File: config.mk
export PLATFORM = sky130hd
export DESIGN_NAME = lane_init_top
export DESIGN_NICKNAME = d
export VERILOG_FILES = /design/src/lane_init_pkg.sv /design/src/lane_init_top.sv /design/src/training_os_counter.sv /design/src/param_exchange.sv /design/src/cable_prop_reader.sv /design/src/link_state_fsm.sv
export SDC_FILE = /design/constraint.sdc
export NUM_CORES = 1
export LEC_CHECK = 0
export BUFFER_PORTS_ARGS = -buffer_cell sky130_fd_sc_hd__buf_2
export CAP_MARGIN = 15
export CORE_ASPECT_RATIO = 0.5
export CORE_UTILIZATION = 51
export DETAILED_ROUTE_END_ITERATION = 8
export GPL_TIMING_DRIVEN = 0
export PLACE_DENSITY = 0.92
export SLEW_MARGIN = 40
export SYNTH_ARGS = -nofsm -noshare
export SYNTH_HDL_FRONTEND = slang
export SYNTH_HIERARCHICAL = 1
export SYNTH_SLANG_ARGS = --single-unit
File: constraint.sdc
create_clock -name fsm_clk -period 3.2 [get_ports fsm_clk]
set_clock_uncertainty 0.05 [all_clocks]
set_input_delay 0.48 -clock fsm_clk [delete_from_list [all_inputs] [get_ports fsm_clk]]
set_output_delay 0.48 -clock fsm_clk [all_outputs]
set_load 0.005 [all_outputs]
File: src/lane_init_pkg.sv
// shared types for the lane initialization controller
// is_training relies on contiguous state codes for the training states
package lane_init_pkg;

  ////////////////////////////////////////////////////////////////////////////
  // controller states
  ////////////////////////////////////////////////////////////////////////////
  typedef enum logic [3:0] {
    DISABLED              = 4'd0,
    CLD_CABLE_PROP        = 4'd1,   // read cable properties word
    CLD_DET_DEVICE        = 4'd2,   // wait for sideband disconnect to clear
    CLD_PARAMETERS_1      = 4'd3,   // AT request for partner parameters
    CLD_PARAMETERS_2      = 4'd4,   // wait for own AT response to go out
    CLD_CLK_SWITCH        = 4'd5,   // wait for new symbol
    TRAINING_GEN4_TS1     = 4'd6,
    TRAINING_GEN4_TS2     = 4'd7,
    TRAINING_GEN4_TS3     = 4'd8,
    TRAINING_GEN4_TS4     = 4'd9,
    TRAINING_GEN2_3_SLOS1 = 4'd10,
    TRAINING_GEN2_3_SLOS2 = 4'd11,
    TRAINING_GEN2_3_TS1   = 4'd12,
    TRAINING_GEN2_3_TS2   = 4'd13,
    CL0                   = 4'd14   // link up, transport data
  } link_state_e;

  // lower speed carries the larger code
  typedef enum logic [1:0] {
    GEN4 = 2'd0,
    GEN3 = 2'd1,
    GEN2 = 2'd2
  } gen_speed_e;

  // lane content select and the code reported by the receive lanes
  typedef enum logic [3:0] {
    SLOS1   = 4'd0,
    SLOS2   = 4'd1,
    TS1_G23 = 4'd2,
    TS2_G23 = 4'd3,
    TS1_G4  = 4'd4,
    TS2_G4  = 4'd5,
    TS3_G4  = 4'd6,
    TS4_G4  = 4'd7,
    DATA    = 4'd8,
    ZEROS   = 4'd9
  } os_sel_e;

  typedef struct packed {
    os_sel_e lane1;
    os_sel_e lane0;
  } lane_rx_t;

  typedef struct packed {
    logic disabled;
    logic training;
    logic ts1_gen4;   // sending gen 4 TS1
    logic ts2_gen4;   // sending gen 4 TS2
    logic cl0;
  } link_status_t;

  // true for the eight training states, gen 4 and gen 2/3 alike
  function automatic logic is_training(input link_state_e st);
    return (st >= TRAINING_GEN4_TS1) && (st <= TRAINING_GEN2_3_TS2);
  endfunction

endpackage
File: src/lane_init_top.sv
// count targets must fit in CNT_W bits or the phase never completes
// one config read and one AT request in flight at a time, both four-phase req/ack
module lane_init_top
  import lane_init_pkg::*;
#(
  parameter int G4_TX_CNT     = 16,
  parameter int G4_RX_CNT     = 1,
  parameter int SLOS_TX_CNT   = 2,
  parameter int G23_RX_CNT    = 2,
  parameter int G3_TS1_TX_CNT = 16,
  parameter int G2_TS1_TX_CNT = 32,
  parameter int G3_TS2_TX_CNT = 8,
  parameter int G2_TS2_TX_CNT = 16
)
(
  input  logic         fsm_clk,
  input  logic         reset_n,
  input  logic         lane_disable_i,
  input  logic         disabled_min_i,
  input  logic         disconnect_sbrx_i,
  input  logic         new_sym_i,
  input  logic         train_timeout_i,
  input  logic         os_sent_i,
  input  logic         at_resp_sent_i,
  input  lane_rx_t     lane_rx_i,
  input  logic         cfg_ack_i,
  input  logic [31:0]  cfg_rdata_i,
  input  logic         at_ack_i,
  input  logic         at_err_i,
  input  logic [23:0]  at_payload_i,
  output logic         cfg_req_o,
  output logic [7:0]   cfg_addr_o,
  output logic         at_req_o,
  output os_sel_e      os_sel_o,
  output gen_speed_e   gen_speed_o,
  output link_status_t status_o
);

  localparam int CNT_W = 6;

  link_state_e state;
  logic        is_usb4;
  gen_speed_e  cable_gen;
  logic        at_done;
  gen_speed_e  gen_speed;
  logic        phase_done;

  assign gen_speed_o = gen_speed;

  link_state_fsm u_link_state_fsm (
    .fsm_clk           (fsm_clk),
    .reset_n           (reset_n),
    .lane_disable_i    (lane_disable_i),
    .disabled_min_i    (disabled_min_i),
    .disconnect_sbrx_i (disconnect_sbrx_i),
    .new_sym_i         (new_sym_i),
    .train_timeout_i   (train_timeout_i),
    .at_resp_sent_i    (at_resp_sent_i),
    .is_usb4_i         (is_usb4),
    .at_done_i         (at_done),
    .phase_done_i      (phase_done),
    .gen_speed_i       (gen_speed),
    .state_o           (state),
    .os_sel_o          (os_sel_o),
    .status_o          (status_o)
  );

  cable_prop_reader u_cable_prop_reader (
    .fsm_clk     (fsm_clk),
    .reset_n     (reset_n),
    .state_i     (state),
    .cfg_ack_i   (cfg_ack_i),
    .cfg_rdata_i (cfg_rdata_i),
    .cfg_req_o   (cfg_req_o),
    .cfg_addr_o  (cfg_addr_o),
    .is_usb4_o   (is_usb4),
    .cable_gen_o (cable_gen)
  );

  param_exchange u_param_exchange (
    .fsm_clk      (fsm_clk),
    .reset_n      (reset_n),
    .state_i      (state),
    .cable_gen_i  (cable_gen),
    .at_ack_i     (at_ack_i),
    .at_err_i     (at_err_i),
    .at_payload_i (at_payload_i),
    .at_req_o     (at_req_o),
    .at_done_o    (at_done),
    .gen_speed_o  (gen_speed)
  );

  training_os_counter #(
    .CNT_W         (CNT_W),
    .G4_TX_CNT     (G4_TX_CNT),
    .G4_RX_CNT     (G4_RX_CNT),
    .SLOS_TX_CNT   (SLOS_TX_CNT),
    .G23_RX_CNT    (G23_RX_CNT),
    .G3_TS1_TX_CNT (G3_TS1_TX_CNT),
    .G2_TS1_TX_CNT (G2_TS1_TX_CNT),
    .G3_TS2_TX_CNT (G3_TS2_TX_CNT),
    .G2_TS2_TX_CNT (G2_TS2_TX_CNT)
  ) u_training_os_counter (
    .fsm_clk      (fsm_clk),
    .reset_n      (reset_n),
    .state_i      (state),
    .gen_speed_i  (gen_speed),
    .os_sent_i    (os_sent_i),
    .lane_rx_i    (lane_rx_i),
    .phase_done_o (phase_done)
  );

endmodule

File: src/training_os_counter.sv
// counts restart in the first cycle of every training state
// targets above 2**CNT_W-1 never complete
module training_os_counter
  import lane_init_pkg::*;
#(
  parameter int CNT_W         = 6,
  parameter int G4_TX_CNT     = 16,
  parameter int G4_RX_CNT     = 1,
  parameter int SLOS_TX_CNT   = 2,
  parameter int G23_RX_CNT    = 2,
  parameter int G3_TS1_TX_CNT = 16,
  parameter int G2_TS1_TX_CNT = 32,
  parameter int G3_TS2_TX_CNT = 8,
  parameter int G2_TS2_TX_CNT = 16
)
(
  input  logic        fsm_clk,
  input  logic        reset_n,
  input  link_state_e state_i,
  input  gen_speed_e  gen_speed_i,
  input  logic        os_sent_i,
  input  lane_rx_t    lane_rx_i,
  output logic        phase_done_o
);

  link_state_e      prev_state_q;
  logic             phase_start;
  os_sel_e          match_os;
  logic [CNT_W-1:0] tx_target;
  logic [CNT_W-1:0] rx_target;
  logic [CNT_W-1:0] tx_cnt_q;
  logic [CNT_W-1:0] rx0_cnt_q;
  logic [CNT_W-1:0] rx1_cnt_q;

  assign phase_start = (state_i != prev_state_q);

  ////////////////////////////////////////////////////////////////////////////
  // per-phase ordered set and targets
  ////////////////////////////////////////////////////////////////////////////
  always_comb
  begin
    tx_target = CNT_W'(G4_TX_CNT);
    rx_target = CNT_W'(G4_RX_CNT);
    case (state_i)
      TRAINING_GEN2_3_SLOS1, TRAINING_GEN2_3_SLOS2:
      begin
        tx_target = CNT_W'(SLOS_TX_CNT);
        rx_target = CNT_W'(G23_RX_CNT);
      end
      TRAINING_GEN2_3_TS1:
      begin
        tx_target = (gen_speed_i == GEN3) ? CNT_W'(G3_TS1_TX_CNT) : CNT_W'(G2_TS1_TX_CNT);
        rx_target = CNT_W'(G23_RX_CNT);
      end
      TRAINING_GEN2_3_TS2:
      begin
        tx_target = (gen_speed_i == GEN3) ? CNT_W'(G3_TS2_TX_CNT) : CNT_W'(G2_TS2_TX_CNT);
        rx_target = CNT_W'(G23_RX_CNT);
      end
      default:
      begin
        tx_target = CNT_W'(G4_TX_CNT);   // gen 4 phases share one target pair
        rx_target = CNT_W'(G4_RX_CNT);
      end
    endcase
  end

  always_comb
  begin
    case (state_i)
      TRAINING_GEN4_TS1:     match_os = TS1_G4;
      TRAINING_GEN4_TS2:     match_os = TS2_G4;
      TRAINING_GEN4_TS3:     match_os = TS3_G4;
      TRAINING_GEN4_TS4:     match_os = TS4_G4;
      TRAINING_GEN2_3_SLOS1: match_os = SLOS1;
      TRAINING_GEN2_3_SLOS2: match_os = SLOS2;
      TRAINING_GEN2_3_TS1:   match_os = TS1_G23;
      TRAINING_GEN2_3_TS2:   match_os = TS2_G23;
      default:               match_os = ZEROS;
    endcase
  end

  ////////////////////////////////////////////////////////////////////////////
  // saturating counters
  ////////////////////////////////////////////////////////////////////////////
  always_ff @(posedge fsm_clk or negedge reset_n)
  begin
    if (!reset_n)
    begin
      prev_state_q <= DISABLED;
      tx_cnt_q     <= '0;
      rx0_cnt_q    <= '0;
      rx1_cnt_q    <= '0;
    end
    else
    begin
      prev_state_q <= state_i;
      if (phase_start || !is_training(state_i))
      begin
        tx_cnt_q  <= '0;
        rx0_cnt_q <= '0;
        rx1_cnt_q <= '0;
      end
      else
      begin
        if (os_sent_i && tx_cnt_q != tx_target)
          tx_cnt_q <= tx_cnt_q + CNT_W'(1);
        if (lane_rx_i.lane0 == match_os && rx0_cnt_q != rx_target)
          rx0_cnt_q <= rx0_cnt_q + CNT_W'(1);
        if (lane_rx_i.lane1 == match_os && rx1_cnt_q != rx_target)
          rx1_cnt_q <= rx1_cnt_q + CNT_W'(1);
      end
    end
  end

  // counts still hold the previous phase during phase_start
  assign phase_done_o = !phase_start && (tx_cnt_q == tx_target)
                        && (rx0_cnt_q == rx_target) && (rx1_cnt_q == rx_target);

endmodule

File: src/param_exchange.sv
// one AT request per visit to CLD_PARAMETERS_1, repeated after an error response
// gen_speed holds its value until the link goes back to DISABLED
module param_exchange
  import lane_init_pkg::*;
(
  input  logic        fsm_clk,
  input  logic        reset_n,
  input  link_state_e state_i,
  input  gen_speed_e  cable_gen_i,
  input  logic        at_ack_i,
  input  logic        at_err_i,
  input  logic [23:0] at_payload_i,
  output logic        at_req_o,
  output logic        at_done_o,
  output gen_speed_e  gen_speed_o
);

  logic       at_req_q;
  logic       granted_q;   // good response taken in this visit
  logic       at_done_q;
  gen_speed_e gen_speed_q;
  gen_speed_e partner_gen;
  logic       ack_ok;

  assign ack_ok = at_req_q && at_ack_i && !at_err_i;

  // partner generation from the AT response payload
  always_comb
  begin
    if (at_payload_i[18])
      partner_gen = GEN4;
    else if (at_payload_i[13])
      partner_gen = GEN3;
    else
      partner_gen = GEN2;
  end

  always_ff @(posedge fsm_clk or negedge reset_n)
  begin
    if (!reset_n)
    begin
      at_req_q    <= 1'b0;
      granted_q   <= 1'b0;
      at_done_q   <= 1'b0;
      gen_speed_q <= GEN4;
    end
    else
    begin
      at_done_q <= 1'b0;
      if (at_req_q && at_ack_i)
        at_req_q <= 1'b0;
      else if (state_i == CLD_PARAMETERS_1 && !granted_q && !at_ack_i)
        at_req_q <= 1'b1;
      if (state_i != CLD_PARAMETERS_1)
        granted_q <= 1'b0;
      else if (ack_ok)
      begin
        granted_q   <= 1'b1;
        at_done_q   <= 1'b1;
        // slower side wins, larger code is slower
        gen_speed_q <= (partner_gen > cable_gen_i) ? partner_gen : cable_gen_i;
      end
      if (state_i == DISABLED)
        gen_speed_q <= GEN4;
    end
  end

  assign at_req_o    = at_req_q;
  assign at_done_o   = at_done_q;
  assign gen_speed_o = gen_speed_q;

  a_at_req_held: assert property (@(posedge fsm_clk) disable iff (!reset_n)
    at_req_o && !at_ack_i |=> at_req_o);

endmodule

File: src/cable_prop_reader.sv
// cable properties word sits at config address 18
// a non-USB4 cable is re-read for as long as the FSM stays in CLD_CABLE_PROP
module cable_prop_reader
  import lane_init_pkg::*;
(
  input  logic        fsm_clk,
  input  logic        reset_n,
  input  link_state_e state_i,
  input  logic        cfg_ack_i,
  input  logic [31:0] cfg_rdata_i,
  output logic        cfg_req_o,
  output logic [7:0]  cfg_addr_o,
  output logic        is_usb4_o,
  output gen_speed_e  cable_gen_o
);

  localparam logic [7:0] CABLE_PROP_ADDR = 8'd18;
  localparam logic [7:0] USB4_ID         = 8'h40;

  logic       cfg_req_q;
  logic       is_usb4_q;
  gen_speed_e cable_gen_q;

  always_ff @(posedge fsm_clk or negedge reset_n)
  begin
    if (!reset_n)
    begin
      cfg_req_q   <= 1'b0;
      is_usb4_q   <= 1'b0;
      cable_gen_q <= GEN4;
    end
    else
    begin
      if (cfg_req_q && cfg_ack_i)
      begin
        cfg_req_q <= 1'b0;   // data valid now, drop req
        is_usb4_q <= (cfg_rdata_i[7:0] == USB4_ID);
        if (cfg_rdata_i[21])
          cable_gen_q <= GEN4;
        else if (cfg_rdata_i[20])
          cable_gen_q <= GEN3;
        else
          cable_gen_q <= GEN2;
      end
      else if (state_i == CLD_CABLE_PROP && !is_usb4_q && !cfg_ack_i)
        cfg_req_q <= 1'b1;   // previous ack must be low first
      if (state_i == DISABLED)
      begin
        is_usb4_q   <= 1'b0;
        cable_gen_q <= GEN4;
      end
    end
  end

  assign cfg_req_o   = cfg_req_q;
  assign cfg_addr_o  = CABLE_PROP_ADDR;
  assign is_usb4_o   = is_usb4_q;
  assign cable_gen_o = cable_gen_q;

  a_cfg_req_after_ack_low: assert property (@(posedge fsm_clk) disable iff (!reset_n)
    $rose(cfg_req_o) |-> !cfg_ack_i);

endmodule

File: src/link_state_fsm.sv
// lane select and status lag the state by one cycle
// lane_disable_i wins over everything, then disconnect, then the training timeout
module link_state_fsm
  import lane_init_pkg::*;
(
  input  logic         fsm_clk,
  input  logic         reset_n,
  input  logic         lane_disable_i,
  input  logic         disabled_min_i,
  input  logic         disconnect_sbrx_i,
  input  logic         new_sym_i,
  input  logic         train_timeout_i,
  input  logic         at_resp_sent_i,
  input  logic         is_usb4_i,
  input  logic         at_done_i,
  input  logic         phase_done_i,
  input  gen_speed_e   gen_speed_i,
  output link_state_e  state_o,
  output os_sel_e      os_sel_o,
  output link_status_t status_o
);

  link_state_e  state_q;
  link_state_e  state_d;
  os_sel_e      os_sel_q;
  link_status_t status_q;
  logic         sb_disconnect;

  // disconnect is ignored until the cable has been identified
  assign sb_disconnect = disconnect_sbrx_i && (state_q != DISABLED)
                         && (state_q != CLD_CABLE_PROP);

  ////////////////////////////////////////////////////////////////////////////
  // state register and next state
  ////////////////////////////////////////////////////////////////////////////
  always_ff @(posedge fsm_clk or negedge reset_n)
  begin
    if (!reset_n)
      state_q <= DISABLED;
    else
      state_q <= state_d;
  end

  always_comb
  begin
    state_d = state_q;
    if (lane_disable_i)
      state_d = DISABLED;
    else if (sb_disconnect)
      state_d = CLD_DET_DEVICE;
    else if (train_timeout_i && is_training(state_q))
      state_d = CLD_PARAMETERS_1;   // back to parameter exchange
    else
    begin
      case (state_q)
        DISABLED:
          if (disabled_min_i)
            state_d = CLD_CABLE_PROP;
        CLD_CABLE_PROP:
          if (is_usb4_i)
            state_d = CLD_DET_DEVICE;
        CLD_DET_DEVICE:
          state_d = CLD_PARAMETERS_1;   // disconnect already cleared here
        CLD_PARAMETERS_1:
          if (at_done_i)
            state_d = CLD_PARAMETERS_2;
        CLD_PARAMETERS_2:
          if (at_resp_sent_i)
            state_d = CLD_CLK_SWITCH;
        CLD_CLK_SWITCH:
          if (new_sym_i)
            state_d = (gen_speed_i == GEN4) ? TRAINING_GEN4_TS1 : TRAINING_GEN2_3_SLOS1;
        TRAINING_GEN4_TS1:
          if (phase_done_i)
            state_d = TRAINING_GEN4_TS2;
        TRAINING_GEN4_TS2:
          if (phase_done_i)
            state_d = TRAINING_GEN4_TS3;
        TRAINING_GEN4_TS3:
          if (phase_done_i)
            state_d = TRAINING_GEN4_TS4;
        TRAINING_GEN4_TS4:
          if (phase_done_i && new_sym_i)
            state_d = CL0;
        TRAINING_GEN2_3_SLOS1:
          if (phase_done_i)
            state_d = TRAINING_GEN2_3_SLOS2;
        TRAINING_GEN2_3_SLOS2:
          if (phase_done_i)
            state_d = TRAINING_GEN2_3_TS1;
        TRAINING_GEN2_3_TS1:
          if (phase_done_i)
            state_d = TRAINING_GEN2_3_TS2;
        TRAINING_GEN2_3_TS2:
          if (phase_done_i && new_sym_i)
            state_d = CL0;
        CL0:
          state_d = CL0;   // leaves only on disable or disconnect
        default:
          state_d = DISABLED;
      endcase
    end
  end

  ////////////////////////////////////////////////////////////////////////////
  // registered lane select and status flags
  ////////////////////////////////////////////////////////////////////////////
  always_ff @(posedge fsm_clk or negedge reset_n)
  begin
    if (!reset_n)
    begin
      os_sel_q <= ZEROS;
      status_q <= '{disabled: 1'b1, default: 1'b0};
    end
    else
    begin
      case (state_q)
        TRAINING_GEN4_TS1:     os_sel_q <= TS1_G4;
        TRAINING_GEN4_TS2:     os_sel_q <= TS2_G4;
        TRAINING_GEN4_TS3:     os_sel_q <= TS3_G4;
        TRAINING_GEN4_TS4:     os_sel_q <= TS4_G4;
        TRAINING_GEN2_3_SLOS1: os_sel_q <= SLOS1;
        TRAINING_GEN2_3_SLOS2: os_sel_q <= SLOS2;
        TRAINING_GEN2_3_TS1:   os_sel_q <= TS1_G23;
        TRAINING_GEN2_3_TS2:   os_sel_q <= TS2_G23;
        CL0:                   os_sel_q <= DATA;
        default:               os_sel_q <= ZEROS;   // disabled and CLd
      endcase
      status_q.disabled <= (state_q == DISABLED);
      status_q.training <= is_training(state_q);
      status_q.ts1_gen4 <= (state_q == TRAINING_GEN4_TS1);
      status_q.ts2_gen4 <= (state_q == TRAINING_GEN4_TS2);
      status_q.cl0      <= (state_q == CL0);
    end
  end

  assign state_o  = state_q;
  assign os_sel_o = os_sel_q;
  assign status_o = status_q;

  // encoding 4'hf is unused
  a_state_legal: assert property (@(posedge fsm_clk) disable iff (!reset_n)
    !$isunknown(state_q) && (state_q <= CL0));

endmodule

; Yosys cells after proc, flatten, opt, wreduce, memory -nomap -nowiden
; Memory sizes are Yosys's and may differ from the RTL's. A register that Yosys moved wholly into a read port is not among the register bits.
; Index checks and enable logic that the tools add are counted.
[op_classes]
mul = 0
n_reduce_logical = 43
mux = 47
shifts = 0
addsub = 3
eq_ne = 40
magnitude_cmp = 3
bitwise = 0
n_div = 0
[op_table]
columns = op, n
row1 = 4-bit 2-to-1 mux, 16
row2 = 4-bit one-hot mux with 14 select lines, 1
row3 = 6-bit 2-to-1 mux, 7
row4 = "5-bit by 2-bit inequality test with 1-bit output, second input constant", 7
row5 = "4-bit == test, second input constant", 7
row6 = 2-bit 2-to-1 mux, 11
row7 = "6-bit by 1-bit adder with 6-bit output, second input constant", 3
row8 = 1-bit logical AND, 18
row9 = 6-bit one-hot mux with 3 select lines, 1
row10 = "4-bit by 3-bit == test with 1-bit output, second input constant", 4
row11 = 2-bit nonzero test, 8
row12 = 6-bit by 2-bit == test with 1-bit output, 2
row13 = 6-bit by 2-bit inequality test with 1-bit output, 2
row14 = 12-bit AND reduction, 1
row15 = 1-bit 2-to-1 mux, 10
row16 = "5-bit by 3-bit inequality test with 1-bit output, second input constant", 2
row17 = "4-bit by 2-bit == test with 1-bit output, second input constant", 2
row18 = 4-bit == test, 2
row19 = "8-bit by 7-bit == test with 1-bit output, second input constant", 1
row20 = 1-bit logical NOT, 8
row21 = 6-bit == test, 1
row22 = 6-bit inequality test, 1
row23 = 5-bit 2-to-1 mux, 1
row24 = "5-bit by 1-bit inequality test with 1-bit output, second input constant", 1
row25 = 18 further kinds, 19
[word_totals]
memories = 2
regBits = 40
out_inout_bits = 21
wordCells = 155
latch_bits = 0
ram_bits = 0
mem_bits_ro = 128
inputBits = 76
[memory_table]
columns = memory, depth, word_bits, read_ports, rd_ports_with_merged_regs, wr, line_no
row1 = (name not given), 16, 4, 1, 1, 0, link_state_fsm.sv:117  ; case (state_q)
row2 = (name not given), 16, 4, 1, 0, 0, training_os_counter.sv:70  ; case (state_i)

; Logic depth before layout (Yosys ltp)
[depth]
depth_word = 13
depth_mapped = 11
mapped_depth_nobuf = 10

; By module
; Netlist, hierarchy kept.
[modules_own_cells]
columns = mod, cells_per_inst, area_each_um2, n_inst
row1 = training_os_counter, 173, 1527.7, 1
row2 = link_state_fsm, 77, 725.7, 1
row3 = param_exchange, 31, 310.3, 1
row4 = cable_prop_reader, 31, 274.0, 1

; Worst setup path before layout
; Ideal clock, no wire load.
[synth_timing]
kind = reg2reg
from = reg u_training_os_counter.rx1_cnt_q[2]
to = reg u_link_state_fsm.state_q[0] (netlist: u_link_state_fsm/state_o[0])
path_stages_with_launch = 10
setup_ps = 111
required_ps = 3039
path_buffers = 0
t_arrival_ps = 2682
period_less_slack_ps = 2844
slack_ps = 356
cell_sequence = dfrtp_1 > or4_1 > a2111oi_0 > a31oi_1 > nor4_1 > nand2_1 > and3b_1 > a211oi_4 > nor2_1 > a2111oi_2
[synth_via]
elab_chain_len = 5
elab_cells_between_ends = 11
cone_classes = 8 x eq/ne / 3 x reduce/logical
[synth_lines]
columns = element, line_no
row1 = "start, declared", training_os_counter.sv:33  ; logic [CNT_W-1:0] rx1_cnt_q;
row2 = "start signal, assigned", training_os_counter.sv:111  ; rx1_cnt_q <= rx1_cnt_q + CNT_W'(1);
row3 = 6-bit by 2-bit == test with 1-bit output (*), training_os_counter.sv:118  ; && (rx0_cnt_q == rx_target) && (rx1_cnt_q == rx_target);
row4 = 1-bit logical AND (*), training_os_counter.sv:118
row5 = named net phase_done, lane_init_top.sv:46  ; logic phase_done;
row6 = 1-bit logical AND, "link_state_fsm.sv:83, link_state_fsm.sv:95"
row7 = 5-bit by 1-bit inequality test with 1-bit output (no source line), -
row8 = 12-bit AND reduction (no source line) (*), -
row9 = "end signal, assigned", link_state_fsm.sv:41  ; state_q <= state_d;
row10 = "end, declared", link_state_fsm.sv:23  ; link_state_e state_q;
; Mark *: on every way through the listed nets, which the timed path passes. The rest lies on a longest branch.
; A chain may end at the register's enable or synchronous reset.

; Worst setup path in the final report
[layout_timing]
from = reg u_link_state_fsm.state_q[2] (netlist: u_link_state_fsm/state_o[2])
to = reg u_link_state_fsm.state_q[1] (netlist: u_link_state_fsm/state_o[1])
[layout_via]
elab_chain_len = 10
elab_cells_between_ends = 54
cone_classes = 2 x order compare / 31 x eq/ne / 6 x mux / 15 x reduce/logical
[layout_lines]
columns = element, line_no
row1 = 4-bit == test, training_os_counter.sv:44  ; case (state_i)
row2 = 2-bit OR reduction, -
row3 = 6-bit one-hot mux with 3 select lines, training_os_counter.sv:44
row4 = 6-bit == test, training_os_counter.sv:117  ; assign phase_done_o = !phase_start && (tx_cnt_q == tx_target)
row5 = 1-bit logical AND, training_os_counter.sv:117
row6 = 1-bit logical AND, training_os_counter.sv:118
row7 = 1-bit logical AND (*), training_os_counter.sv:118
row8 = named net phase_done, lane_init_top.sv:46
row9 = 1-bit logical AND, "link_state_fsm.sv:83, link_state_fsm.sv:95"
row10 = 5-bit by 1-bit inequality test with 1-bit output (no source line), -
row11 = 12-bit AND reduction (no source line) (*), -
; Marked as above.

==> flow_summary.ini <==
[layout]
fin_nets = 451
diodes = 0
drive_gt1_share_pct = 25.7
fin_cells = 440
area_growth_pct = 17.7

[drt]
vias = 2590
routed_wl_microns = 6450
wire_per_inst_microns = 14.6
dr.pass1.iters = 5
drc = 0
antenna_left = 0
vias_per_cell = 5.89
drt_iter0_drc = 143

[grt]
grt_pass1_vias = 2397
grt.met3_usage_pct = 3.45
grt.busiest_layer = met2
grt_max_degree = 45
use_met1_pct = 27.7
antenna_found_initial = 0
grt-ovfl-total = 0
grtUsageMet2_pct = 42.2
grt_pass1_wl_microns = 10500
grtUsageTotal_pct = 23.2

[synthesis]
synth.avg_cell_area_sq_um = 9.10
synth_cell_type_count = 65
yosysWarnings = 6
synthFlopType = dfrtp_1
netlist_instances = 312
ys_async_sr_fraction_pct = 100
synth-edff-count = 0
synth_seq_cells = 44
synth_area_sq_mm = 0.00284
seq_area_frac_synth_pct = 38.9

[critical_path]
reg2reg_slack_ns = 0.12
r2r_cells = 11
critPathLaunchType = flop
cp_max_fo = 11
worstSetupEndpointType = flop
rr_startpoint = u_link_state_fsm/state_o[2]
worstPathArrival_ns = 3.22
r2r_end = u_link_state_fsm/state_o[1]
critPathKind = flop to flop
worst_ep_required_time_ns = 3.34

[place]
routabilityCongestion = 0.862
placed_cells = 432
hpwl_microns = 4520
portBuffers = 44

[floorplan]
die_y_microns = 54.7
rows = 18
dieArea_sq_mm = 0.00588
start_util_pct = 55.3
die_w_microns = 107
core-area_sq_mm = 0.00513
num_io_pins = 97

[clock_tree]
cts_root_buffer = clkbuf_8
clock_latency_ns = 0.30
hold_buffers = 0
cts_tree = done
cts_buffers = 5
clk_path_buf_depth = 2
cts_sinks = 44
clk_pin_slew_worst_paths_ns = 0.08
h-tree-depth = 2

[sta]
fin_crit_ns = 3.08
holdWs_ns = 0.114
drv_slew = 0
max_freq_mhz = 324
max_slew_margin_pct = 60.5
tightestPinTransition_ns = 0.589
finalHoldViolations = 0
fin_crit_sh_pct = 96.3
final-setup-viol-count = 0

[power]
leakage_nw = 1.45
ir_drop_v = 0.000251
power.density_mw_per_mm2 = 476

[run]
max_cap_viol_count = 0

[outcome]
outcome = finished, final reports clean

[worst_hold_path]
min_path_type = input pin to asynchronous set/reset pin
==> layer usage <==
metal  wire length [microns]  part of all wire (%)  vias to the layer above
met5                       0                     0                        -
li1                        -                     -                     1212
met3                     353                   5.5                       20
met1                    2700                    42                     1259
met2                    3240                    50                       99
met4                     148                   2.3                        0
==> metrics by stage <==
| stage | cell area, sq um | setup slack [ns] | TNS, ns | utilization, % | total power, mW |
|---|---|---|---|---|---|
| final | 3340 | 0.117 | 0 | 65.1 | 1.59 |
| after global routing | 3340 | -0.00765 | -0.00765 | 65.1 | 1.67 |
| after CTS | 3300 | 0.00300 | 0 | 64.4 | 1.57 |
| after detailed placement | 3170 | -0.218 | -0.427 | 61.7 | 1.12 |
| after global placement | 3170 | -0.0543 | -0.0543 | 61.7 | 1.09 |
| after floorplan | 2860 | 0.356 | 0 | - | 0.994 |
==> repair_timing <==
item	CTS	global route
pin swaps	0	2
setup buffers	0	1
cloned	0	0
setup endpoints to repair	4	3
resized for setup	5	7
==> how the worst max path moves through the flow <==
stage	start	end	slack [ns]	cells past startpoint
after floorplan	u_training_os_counter/rx1_cnt_q[2]	u_link_state_fsm/state_o[0]	0.36	9
after global placement	u_link_state_fsm/state_o[3]	u_link_state_fsm/state_o[0]	-0.05	11
after detailed placement	u_link_state_fsm/state_o[3]	u_link_state_fsm/state_o[0]	-0.22	11
after CTS	u_training_os_counter/rx1_cnt_q[2]	u_link_state_fsm/state_o[0]	0.003	9
after global routing	u_link_state_fsm/state_o[2]	u_link_state_fsm/state_o[1]	-0.008	12
final	u_link_state_fsm/state_o[2]	u_link_state_fsm/state_o[1]	0.12	11
==> power breakdown <==
| group | internal (mW) | total (mW) | switching [mW] |
|---|---|---|---|
| sequential | 0.598 | 0.663 | 0.0647 |
| combinational | 0.208 | 0.478 | 0.270 |
| clock | 0.255 | 0.450 | 0.194 |
| total | 1.06 | 1.59 | 0.530 |
==> critical path: stages (launching register included) <==
cell,delay [ns]
dfrtp_2,0.48
buf_4,0.22
xor2_2,0.22
nor2_1,0.06
a311o_1,0.33
a311oi_2,0.50
nor4_4,0.12
o22ai_1,0.25
a211oi_4,0.12
buf_4,0.17
nor2_1,0.09
mux2_2,0.34
==> cell type report <==
cell class / count / area [sq um]
clock inverters: 2 / 38.8
clock buffers: 6 / 82.6
well taps: 70 / 87.6
inverters: 17 / 63.8
fillers: 371 / 1790
plain buffers: 17 / 113
repair buffers: 45 / 230
multi-input cells: 239 / 1620
flip-flops and latches: 44 / 1110
==> cell families (layout without fill, tap and decap cells) <==
kind of cell    count (synthesis)  after routing  share of synthesized area [%]
simple gates                  132            132                           26.0
xor+xnor                       17             17                           5.51
other cells                     2              8                          0.265
fa+ha+maj                       7              7                           3.00
mux                            12             12                           4.32
flops                          44             44                           38.9
buf+inv                        35             87                           6.35
compound gates                 63             63                           15.7
==> cell usage after synthesis (5+ instances only) <==
| cell type | number | share of area (%) |
|---|---|---|
| xnor2_1 | 10 | 3.1 |
| mux2i_1 | 10 | 3.5 |
| dfrtp_1 | 41 | 36 |
| nand4_1 | 7 | 1.5 |
| xor2_1 | 6 | 1.9 |
| nor2_1 | 39 | 5.2 |
| ha_1 | 6 | 2.6 |
| inv_1 | 17 | 2.2 |
| nor3_1 | 6 | 1.1 |
| nand2b_1 | 5 | 1.1 |
| buf_4 | 10 | 2.6 |
| nor2b_1 | 7 | 1.5 |
| o21ai_0 | 7 | 1.2 |
| a21oi_1 | 17 | 3.0 |
| nand3_1 | 7 | 1.2 |
| nand2_1 | 26 | 3.4 |
==> cells in the final DEF (no fill, tap or decap), types with 3 or more instances in the layout <==
cell / instances
buf_4: 12
nand4_1: 7
nand3b_1: 3
inv_1: 17
nand2_1: 26
nor2_1: 39
dfstp_2: 3
a21oi_1: 17
dfrtp_2: 4
or3_1: 4
o21a_1: 4
mux2i_1: 9
a31oi_1: 4
nor4_1: 3
buf_2: 46
o21bai_1: 3
nor3b_1: 3
nor3_1: 6
nand2b_1: 5
conb_1: 8
o21ai_0: 7
o21ai_1: 3
nor2b_1: 6
xor2_1: 6
nand3_1: 7
dfrtp_1: 37
clkbuf_8: 6
xnor2_1: 10
or2_2: 3
ha_1: 6
==> registers in the layout, indices dropped and copies added, names as in the netlist <==
| register | count |
|---|---|
| u_param_exchange/gen_speed_o | 2 |
| u_param_exchange/granted_q | 1 |
| u_training_os_counter/rx0_cnt_q | 6 |
| u_cable_prop_reader/is_usb4_o | 1 |
| u_param_exchange/at_done_o | 1 |
| u_link_state_fsm/state_o | 4 |
| u_training_os_counter/rx1_cnt_q | 6 |
| u_cable_prop_reader/cfg_req_o | 1 |
| u_param_exchange/at_req_o | 1 |
| u_training_os_counter/tx_cnt_q | 6 |
| u_cable_prop_reader/cable_gen_o | 2 |
| u_link_state_fsm/os_sel_o | 4 |
| u_link_state_fsm/status_o | 5 |
| u_training_os_counter/prev_state_q | 4 |
(Power assumes the default switching activity.)
